File: src/ber_settings.svh
`ifndef BER_SETTINGS_SVH
`define BER_SETTINGS_SVH

// PRBS7 pattern, taps 7 and 6
`define BER_PRBS_ORDER 7

// Pattern period, also sweep window length and number of offsets
`define BER_PRBS_PERIOD 127

// Clocks per bit strobe
`define BER_OS_RATIO 4

// Error, total and count length words
`define BER_CNT_W 32

// Latency and offset index
`define BER_LAT_W 7

`endif

File: src/ber_pkg.sv
`default_nettype none

package ber_pkg;

  // Sequencer phases
  // IDLE   waiting for a start
  // SWEEP  every offset of the reference gets one pattern period
  // COUNT  error and total counting at the locked latency
  // DONE   results held until the next start
  typedef enum logic [1:0] {
    IDLE  = 2'd0,
    SWEEP = 2'd1,
    COUNT = 2'd2,
    DONE  = 2'd3
  } ber_state_e;

endpackage

`default_nettype wire

File: src/ber_ctrl_if.sv
`default_nettype none
`timescale 1ns/1ns

interface ber_ctrl_if import ber_pkg::*; ();

  logic       strobe;      // One clock per bit
  logic       sweep_en;    // Offset sweep phase
  logic       count_en;    // BER counting phase
  logic       window_done; // Last strobe of the window
  logic       last_offset; // Window for the final offset
  ber_state_e state;       // Sequencer phase

  modport timer (
    output strobe,
    output window_done,
    output last_offset,
    input  sweep_en,
    input  count_en
  );

  modport seq (
    output sweep_en,
    output count_en,
    output state,
    input  window_done,
    input  last_offset
  );

  // Counter only watches
  modport counter (
    input strobe,
    input sweep_en,
    input count_en,
    input window_done,
    input last_offset,
    input state
  );

endinterface

`default_nettype wire

File: src/prbs_gen.sv
`default_nettype none
`timescale 1ns/1ns

`include "ber_settings.svh"

module prbs_gen (
  input  logic clk,
  input  logic i_reset,
  input  logic i_en,
  input  logic i_strobe,
  output logic o_bit
);

  localparam int N = `BER_PRBS_ORDER;

  logic [N-1:0] lfsr;
  logic         feedback;

  // x^7 + x^6 + 1
  assign feedback = lfsr[N-1] ^ lfsr[N-2];

  always_ff @(posedge clk) begin
    if (i_reset || !i_en) begin
      lfsr <= '1; // All ones seed, never the lock-up state
    end else if (i_strobe) begin
      lfsr <= {lfsr[N-2:0], feedback};
    end
  end

  assign o_bit = lfsr[N-1];

endmodule

`default_nettype wire

File: src/bit_timer.sv
`default_nettype none
`timescale 1ns/1ns

`include "ber_settings.svh"

module bit_timer (
  input  logic                  clk,
  input  logic                  i_reset,
  input  logic [`BER_CNT_W-1:0] i_count_len,
  ber_ctrl_if.timer             ctrl
);

  localparam int DIV_W = $clog2(`BER_OS_RATIO);
  localparam int CW    = `BER_CNT_W;
  localparam int LW    = `BER_LAT_W;

  logic [DIV_W-1:0] div_cnt;
  logic             strobe_q;
  logic [CW-1:0]    win_cnt;  // Strobes left in window, minus one
  logic [LW-1:0]    off_cnt;  // Offset of the current sweep window
  logic             active;
  logic             win_end;
  logic             off_end;
  logic [CW-1:0]    reload;

  // Free-running prescaler, strobe on the clock after div_cnt wraps
  always_ff @(posedge clk) begin
    if (i_reset) begin
      div_cnt  <= '0;
      strobe_q <= 1'b0;
    end else begin
      strobe_q <= (div_cnt == '0);
      if (div_cnt == DIV_W'(`BER_OS_RATIO - 1)) begin
        div_cnt <= '0;
      end else begin
        div_cnt <= div_cnt + 1'b1;
      end
    end
  end

  assign active  = ctrl.sweep_en | ctrl.count_en;
  assign win_end = strobe_q & active & (win_cnt == '0);
  assign off_end = ctrl.sweep_en & (off_cnt == LW'(`BER_PRBS_PERIOD - 1));

  // Last sweep window hands over to the count length
  assign reload = (ctrl.sweep_en && off_end) ? i_count_len - 1'b1 :
                  CW'(`BER_PRBS_PERIOD - 1);

  always_ff @(posedge clk) begin
    if (i_reset || !active) begin
      win_cnt <= CW'(`BER_PRBS_PERIOD - 1);
      off_cnt <= '0;
    end else if (strobe_q) begin
      if (win_end) begin
        win_cnt <= reload; // Next window starts here
        if (ctrl.sweep_en) begin
          off_cnt <= off_end ? '0 : off_cnt + 1'b1;
        end
      end else begin
        win_cnt <= win_cnt - 1'b1;
      end
    end
  end

  assign ctrl.strobe      = strobe_q;
  assign ctrl.window_done = win_end;
  assign ctrl.last_offset = off_end;

  a_strobe_single : assert property (@(posedge clk) disable iff (i_reset)
    strobe_q |=> !strobe_q);

endmodule

`default_nettype wire

File: src/ber_sequencer.sv
`default_nettype none
`timescale 1ns/1ns

module ber_sequencer import ber_pkg::*; (
  input  logic     clk,
  input  logic     i_reset,
  input  logic     i_start,
  ber_ctrl_if.seq  ctrl,
  output logic     o_busy,
  output logic     o_lock,
  output logic     o_done
);

  ber_state_e state;
  ber_state_e state_nxt;

  always_ff @(posedge clk) begin
    if (i_reset) begin
      state <= IDLE;
    end else begin
      state <= state_nxt;
    end
  end

  always_comb begin
    state_nxt = state;
    case (state)
      IDLE: begin
        if (i_start) begin
          state_nxt = SWEEP;
        end
      end
      SWEEP: begin
        // Whole sweep ends with the window of the last offset
        if (ctrl.window_done && ctrl.last_offset) begin
          state_nxt = COUNT;
        end
      end
      COUNT: begin
        if (ctrl.window_done) begin
          state_nxt = DONE;
        end
      end
      DONE: begin
        if (i_start) begin
          state_nxt = SWEEP; // Restart, counter clears itself
        end
      end
      default: state_nxt = IDLE;
    endcase
  end

  assign ctrl.state    = state;
  assign ctrl.sweep_en = (state == SWEEP);
  assign ctrl.count_en = (state == COUNT);

  assign o_busy = (state == SWEEP) || (state == COUNT);
  assign o_lock = (state == COUNT); // Latency found
  assign o_done = (state == DONE);

  a_phase_exclusive : assert property (@(posedge clk) disable iff (i_reset)
    !(ctrl.sweep_en && ctrl.count_en));

endmodule

`default_nettype wire

File: src/ber_counter.sv
`default_nettype none
`timescale 1ns/1ns

`include "ber_settings.svh"

module ber_counter import ber_pkg::*; (
  input  logic                  clk,
  input  logic                  i_reset,
  input  logic                  i_ref_bit,
  input  logic                  i_rx_bit,
  ber_ctrl_if.counter           ctrl,
  output logic [`BER_CNT_W-1:0] o_err,
  output logic [`BER_CNT_W-1:0] o_tot,
  output logic [`BER_LAT_W-1:0] o_lat,
  output logic                  o_ber_ok
);

  localparam int P  = `BER_PRBS_PERIOD;
  localparam int CW = `BER_CNT_W;
  localparam int LW = `BER_LAT_W;
  localparam int XW = CW + 6; // Room for errors x 50

  // Entry k is the reference bit from k+1 strobes ago
  logic [P-1:0]  ref_sr;

  logic [CW-1:0] err_q;
  logic [CW-1:0] tot_q;
  logic [CW-1:0] min_err;   // Fewest errors seen in a sweep window
  logic [LW-1:0] idx;       // Offset under test
  logic [LW-1:0] lat_q;
  ber_state_e    state_q;

  logic          sweep_start;
  logic [CW-1:0] err_base;
  logic [CW-1:0] tot_base;
  logic [CW-1:0] min_base;
  logic          sweep_miss;
  logic          count_miss;
  logic [CW-1:0] win_err;
  logic [XW-1:0] err_x50;

  always_ff @(posedge clk) begin
    if (ctrl.strobe) begin
      ref_sr <= {ref_sr[P-2:0], i_ref_bit};
    end
  end

  // New sweep, from IDLE or a restart in DONE
  assign sweep_start = (ctrl.state == SWEEP) && (state_q != SWEEP);

  always_comb begin
    err_base = sweep_start ? '0 : err_q;
    tot_base = sweep_start ? '0 : tot_q;
    min_base = sweep_start ? '1 : min_err;
  end

  assign sweep_miss = ref_sr[idx] ^ i_rx_bit;
  assign count_miss = ref_sr[lat_q] ^ i_rx_bit;
  assign win_err    = err_base + CW'(sweep_miss); // Includes the closing strobe

  always_ff @(posedge clk) begin
    if (i_reset) begin
      err_q   <= '0;
      tot_q   <= '0;
      min_err <= '1;
      idx     <= '0;
      lat_q   <= '0;
      state_q <= IDLE;
    end else begin
      state_q <= ctrl.state;
      err_q   <= err_base;
      tot_q   <= tot_base;
      min_err <= min_base;
      if (sweep_start) begin
        idx <= '0;
      end
      if (ctrl.strobe && ctrl.sweep_en) begin
        if (ctrl.window_done) begin
          if (win_err < min_base) begin
            min_err <= win_err;
            lat_q   <= idx;
          end
          idx   <= ctrl.last_offset ? '0 : idx + 1'b1;
          err_q <= '0; // Fresh window
        end else begin
          err_q <= win_err;
        end
      end else if (ctrl.strobe && ctrl.count_en) begin
        err_q <= err_base + CW'(count_miss);
        tot_q <= tot_base + 1'b1;
      end
    end
  end

  // Pass when errors x 50 < total
  assign err_x50  = XW'(err_q) * XW'(50);
  assign o_ber_ok = err_x50 < XW'(tot_q);

  assign o_err = err_q;
  assign o_tot = tot_q;
  assign o_lat = lat_q;

  a_idx_range : assert property (@(posedge clk) disable iff (i_reset)
    idx < LW'(P));

endmodule

`default_nettype wire

File: src/ber_tester_top.sv
`default_nettype none
`timescale 1ns/1ns

`include "ber_settings.svh"

module ber_tester_top (
  input  logic                  clk,
  input  logic                  i_reset,
  input  logic                  i_start,
  input  logic                  i_rx_bit,
  input  logic [`BER_CNT_W-1:0] i_count_len,
  output logic                  o_tx_bit,
  output logic                  o_busy,
  output logic                  o_lock,
  output logic                  o_done,
  output logic                  o_ber_ok,
  output logic [`BER_CNT_W-1:0] o_err_count,
  output logic [`BER_CNT_W-1:0] o_tot_count,
  output logic [`BER_LAT_W-1:0] o_lat
);

  logic prbs_en; // Pattern runs outside IDLE
  logic ref_bit;

  ber_ctrl_if u_ctrl ();

  assign prbs_en = o_busy | o_done;

  bit_timer u_timer (
    .clk         (clk),
    .i_reset     (i_reset),
    .i_count_len (i_count_len),
    .ctrl        (u_ctrl.timer)
  );

  ber_sequencer u_seq (
    .clk     (clk),
    .i_reset (i_reset),
    .i_start (i_start),
    .ctrl    (u_ctrl.seq),
    .o_busy  (o_busy),
    .o_lock  (o_lock),
    .o_done  (o_done)
  );

  prbs_gen u_tx_prbs (
    .clk      (clk),
    .i_reset  (i_reset),
    .i_en     (prbs_en),
    .i_strobe (u_ctrl.strobe),
    .o_bit    (o_tx_bit)
  );

  // Local copy in lockstep with transmit
  prbs_gen u_ref_prbs (
    .clk      (clk),
    .i_reset  (i_reset),
    .i_en     (prbs_en),
    .i_strobe (u_ctrl.strobe),
    .o_bit    (ref_bit)
  );

  ber_counter u_counter (
    .clk       (clk),
    .i_reset   (i_reset),
    .i_ref_bit (ref_bit),
    .i_rx_bit  (i_rx_bit),
    .ctrl      (u_ctrl.counter),
    .o_err     (o_err_count),
    .o_tot     (o_tot_count),
    .o_lat     (o_lat),
    .o_ber_ok  (o_ber_ok)
  );

endmodule

`default_nettype wire

File: config.mk
export PLATFORM = sky130hd
export DESIGN_NAME = ber_tester_top
export DESIGN_NICKNAME = d
export VERILOG_FILES = /design/src/ber_pkg.sv /design/src/ber_ctrl_if.sv /design/src/prbs_gen.sv /design/src/bit_timer.sv /design/src/ber_sequencer.sv /design/src/ber_counter.sv /design/src/ber_tester_top.sv
export VERILOG_INCLUDE_DIRS = /design/src
export SDC_FILE = /design/constraint.sdc
export NUM_CORES = 1
export LEC_CHECK = 0
export ABC_AREA = 1
export BUFFER_PORTS_ARGS = -buffer_cell sky130_fd_sc_hd__buf_2
export CAP_MARGIN = 20
export CORE_MARGIN = 2
export CORE_UTILIZATION = 50
export DETAILED_ROUTE_END_ITERATION = 12
export GPL_TIMING_DRIVEN = 1
export PLACE_DENSITY = 0.67
export SETUP_SLACK_MARGIN = 0.02
export SLEW_MARGIN = 15
export SYNTH_ARGS = -nofsm -noshare
export SYNTH_HDL_FRONTEND = slang
export SYNTH_HIERARCHICAL = 1
export SYNTH_SLANG_ARGS = --single-unit
File: constraint.sdc
create_clock -name clk -period 9.3 [get_ports clk]
set_input_delay 1.86 -clock clk [delete_from_list [all_inputs] [get_ports clk]]
set_output_delay 1.86 -clock clk [all_outputs]
set_load 0.01 [all_outputs]
* Word level (Yosys, flattened, before mapping)
Cells that the tools add are included.
Storage, ports and cells: flip-flop bits (word level) 297, bits in latches 0, memory bits (writable) 0, memory bits (read-only) 0, output and inout bits 76, logic and storage cells 89, memories 0
Operators by class: add/subtract/negate cells 8, $mul 1, div/mod/pow operators 0, order comparisons 4, equality and inequality tests 9, shift-type cells 0, multiplexer cells 26, bitwise gates (word level) 9, reductions and logical operators 18
Operators by type and width (count):
- $mux W32 | 13
- $add A32 B1 Y32 | 2
- $sub A32 B1 Y32 const B | 2
- $lt A38 B32 Y1 | 1
- $mul A32 B5 Y37 const B | 1
- $mux W7 | 5
- $add A32 B1 Y32 const B | 1
- $logic_not A32 Y1 | 1
- $lt A32 B32 Y1 | 1
- $lt A7 B8 Y1 const B | 2
- $add A7 B1 Y7 const B | 2
- $bmux W1 S7 | 2
- $reduce_and A3 Y1 | 3
- $eq A7 B7 Y1 const B | 1
- $eq A2 B2 Y1 const B | 3
- $mux W2 | 3
- $pmux W2 S3 | 1
- $logic_and A1 B1 Y1 | 5
- $logic_not A2 Y1 | 2
- $ne A2 B1 Y1 const B | 2
- $ne A2 B2 Y1 const B | 2
- $reduce_or A2 Y1 | 2
- $xor A1 B1 Y1 | 4
- $and A1 B1 Y1 | 3
- 6 further kinds | 11

* Longest topological paths before layout
depth in word-level cells 8, depth in mapped cells 35, depth with buffers taken out 31

* Hierarchy
Netlist, hierarchy kept.
Modules (own cells, without submodules):
- ber_counter | instances 1, cells an instance 2461, area each 18141.1 um^2, seq. area each 6055.8 um^2
- bit_timer | instances 1, cells an instance 664, area each 3824.9 um^2, seq. area each 840.8 um^2
- prbs_gen | instances 2, cells an instance 38, area each 279.0 um^2, seq. area each 140.1 um^2
- ber_sequencer | instances 1, cells an instance 28, area each 222.7 um^2, seq. area each 40.0 um^2
- ber_tester_top | instances 1, cells an instance 3, area each 11.3 um^2, seq. area each 0.0 um^2

* Least setup slack after synthesis
No wires, ideal clock.
path type flip-flop to output port, start point register u_counter.err_q[8] (netlist: u_counter/o_err[8]), end point output o_ber_ok, data arrival time 3915 ps, required time 7440 ps, slack 3525 ps, stages on the path, launching flop included 24, buffers on the path 0, cell sequence dfxtp_1 > ha_1 > ha_1 > inv_1 > fa_1 > inv_1 > ha_1 > nand2_1 > nor2_1 > nand2_1 > o21ai_0 > nand3_1 > nand3_1 > xor2_1 > ha_1 > nand2_1 > inv_1 > o21ai_0 > nand2_1 > a21oi_1 > nand2_1 > a21oi_1 > nand3_1 > nor2_1
Between the ends: longest elaborated chain between the ends 2
Ends and longest elaborated chain:
- from (decl) | line ber_counter.sv:26 | logic [CW-1:0] err_q;
- from (signal assigned) | line ber_counter.sv:71 | err_q <= err_base;
- from (signal assigned) | line ber_counter.sv:86 | err_q <= win_err;
- from (signal assigned) | line ber_counter.sv:89 | err_q <= err_base + CW'(count_miss);
- $mul A32 B5 Y37 | line ber_counter.sv:96 | assign err_x50 = XW'(err_q) * XW'(50);
- $lt A38 B32 Y1 | line ber_counter.sv:97 | assign o_ber_ok = err_x50 < XW'(tot_q);
- to (decl) | line ber_tester_top.sv:16 | output logic o_ber_ok,
No other way between the ends.

* Final worst setup path
start point register u_counter.err_q[12] (netlist: u_counter/o_err[12]), end point output o_ber_ok
Same word-level chain as after synthesis.

==> results.py <==
metrics = {
    "run_status": {
        "status": "complete, no violations",
    },
    "cts": {
        "clock_latency_ps": 580,
        "clk_pin_slew_worst_paths_ps": 60,
        "ctsResizeCount": 0,
        "tritoncts": "yes",
        "cts.sinks": 297,
        "cts_root_buf": "clkbuf_16",
        "cts_buffers": 37,
        "clockBufferDepth": 3,
        "cts_hold_buf": 0,
        "cts-htree-levels": 2,
        "post_cts_buffers": 0,
    },
    "layout": {
        "nets": 3534,
        "final.fill_count": 4315,
        "antenna_cells": 0,
        "fin_util_pct": 55.1,
        "drive_gt1_share_pct": 9.22,
        "instances_no_fill": 3919,
        "syn2layout_area_growth_pct": 9.46,
    },
    "critical_path": {
        "required_ps": 7440,
        "crit_fanout": 7,
        "end_kind": "primary output",
        "worstSetupPathType": "reg2out",
        "cp.arrival_ps": 5140,
        "setup.worst_path.start_class": "flip-flop",
        "rr_startpoint": "u_counter/idx[1]",
        "crit_path_start": "u_counter/o_err[12]",
    },
    "placed_design": {
        "place_inst": 3851,
        "port_buffers": 111,
        "dpl.hpwl_mm": 48.1,
        "gp_congestion": 0.961,
        "dp_slack_ps": 2470,
    },
    "detailed_routing": {
        "top_layer_used": "met4",
        "met3_length_mm": 6.35,
        "wl_per_cell_um": 17.3,
        "antenna_left": 0,
        "dr.pass1.iters": 6,
        "met2_length_mm": 28.6,
        "drc": 0,
        "vias": 22200,
        "drt_iter0_markers": 2429,
        "drt-met1-wl_mm": 30.7,
        "drt-total-wl_mm": 67.7,
        "viasPerCell": 5.67,
    },
    "floorplanning": {
        "start_util_pct": 50.4,
        "pin_count": 112,
        "die_x_um": 217,
        "rows": 78,
        "die_h_um": 217,
        "die_area_um2": 47200,
        "core-area_um2": 45200,
    },
    "yosys": {
        "ys_async_sr_fraction_pct": 0,
        "syn_nets": 3474,
        "synth_ff_type": "dfxtp_1",
        "ys.warnings.count": 6,
        "synth_compound_area_share_pct": 12.6,
        "yosys.cell_types.count": 59,
        "synth_xor_area_share_pct": 3.27,
        "ys_top_cells_by_count": "634 x nand2_1, 495 x nor2_1, 394 x inv_1, 282 x nand3_1, 200 x o21ai_0",
        "synthMuxAreaShare_pct": 0,
        "ys_seq_area_share_pct": 31.7,
        "synth_top_family_by_area": "simple AND/OR/NAND/NOR gates",
        "yosysTopAreaCellShare_pct": 16.8,
        "netlist_area_um2": 22800,
        "syn_area_per_cell_um2": 7.04,
        "synth_seq_cells": 297,
        "synth_area_leader_cell": "edfxtp_1",
        "syn_inst": 3232,
        "synth-edff-count": 127,
        "synthSimpleGateAreaFrac_pct": 30.8,
        "synthTopCellsByArea": "edfxtp_1 17%, dfxtp_1 15%, nand2_1 10%",
        "synth_most_common_cell": "nand2_1",
        "synth_fa_ha_area_share_pct": 12.2,
    },
    "global_route": {
        "grt_usage_pct": 28.6,
        "first_global_vias": 20900,
        "grt_first_pass_wirelength_mm": 109,
        "grt_remaining_overflow": 0,
        "grt_max_degree": 84,
        "antenna_found_initial": 0,
    },
    "sta": {
        "fin_skew_ps": 28.4,
        "maxSlewViolCount": 0,
        "slew_headroom_pct": 26.2,
        "fin_crit_sh_pct": 75.2,
        "fin_crit_ps": 7000,
        "tightestPinTransition_ps": 1110,
        "rsz0062_at_grt": "false",
        "worst_slack_ps": 2300,
        "fin_tns_setup_ps": 0,
        "hold_violations": 0,
        "finalSetupViolations": 0,
        "timing.fmax_mhz": 143,
    },
    "power": {
        "design_power_total_mw": 3.72,
        "leakage_nw": 11.0,
        "ir_drop_v": 0.000140,
        "cellPowerDensity_nw_per_um2": 149,
    },
    "flow_run": {
        "drv_cap": 0,
    },
    "hold_path": {
        "hold_start": "u_counter/ref_sr[117]",
        "hold_class": "reg2reg",
    },
}
## per-stage QoR
stage,instance area (um^2),hold WS [ps]
after floorplan,22800,426
after global placement,23700,437
after detailed placement,23700,442
after CTS,24900,450
after global routing,24900,475
final,24900,450
## placed cells by master (no fill, tap or decap), types with 20 or more instances in the layout
cell type / count
o211ai_1: 31
a21oi_1: 195
nand4_1: 48
nor2_2: 26
xnor2_1: 21
nor2_1: 493
ha_1: 179
nand3_1: 282
inv_2: 27
inv_1: 393
o221ai_1: 25
dfxtp_1: 168
edfxtp_1: 127
nand2_1: 634
nand2_2: 20
buf_2: 111
clkbuf_16: 37
nor3_1: 32
xor2_1: 62
o21ai_0: 200
fa_1: 27
## layout make-up
class                           count  area [um^2]  area share (%)
Timing Repair Buffer              131          729            2.93
Clock inverter                     14          143           0.573
Clock buffer                       52         1020            4.10
Inverter                          426         1630            6.55
Tap cell                          600          751            3.01
Multi-Input combinational cell   2399        13400            53.8
Sequential cell                   297         7220            29.0
## worst max-delay path, cell delays in order, from the launching register on
cell	delay [ps]
dfxtp_1	500
ha_1	290
ha_1	280
inv_1	50
fa_1	500
inv_1	50
ha_1	340
nand2_1	120
nor2_1	160
nand2_1	60
o21ai_0	520
nand3_1	150
nand3_1	170
xor2_1	170
ha_1	260
nand2_1	70
inv_1	30
o21ai_0	130
nand2_1	70
a21oi_1	120
nand2_1	90
a21oi_1	120
nand3_1	80
nor2_1	100
buf_2	150
## where the power goes
group	switching (mW)	internal [mW]	total, mW
clock	0.581	0.827	1.41
sequential	0.0873	1.49	1.58
combinational	0.509	0.226	0.735
total	1.18	2.54	3.72
## logic make-up after synthesis
kind of cell	count (synthesis)
compound gates	510
xor+xnor	84
fa+ha+maj	206
buf+inv	536
simple gates	1599
flops	297
## state kept, by name, indices dropped and copies added, names as in the netlist
signal,flops
u_counter/state_q,2
u_ref_prbs/lfsr,7
u_counter/o_err,32
u_timer/off_cnt,7
u_tx_prbs/lfsr,7
u_counter/min_err,32
u_counter/ref_sr,127
u_seq/ctrl.state,2
u_counter/idx,7
u_timer/win_cnt,32
u_timer/ctrl.strobe,1
u_counter/o_tot,32
u_timer/div_cnt,2
u_counter/o_lat,7
## layer usage
metal | vias up | track usage [%]
met3 | 156 | 4.91
met1 | 10200 | 41.0
met5 | - | 0
met2 | 1051 | 43.2
met4 | 0 | 10.3
li1 | 10800 | -
## path summary, 6_finish.rpt
| path | end | slack (ps) | depth (start not counted) |
|---|---|---|---|
| worst max-delay path | o_ber_ok | 2300 | 24 |
| worst min-delay path | u_counter/ref_sr[118] | 450 | 0 |
| worst max register to register | u_counter/min_err[0] | 2450 | 29 |
| worst min register to register | u_counter/ref_sr[118] | 450 | 0 |
Power figures use the tool's default switching activity.
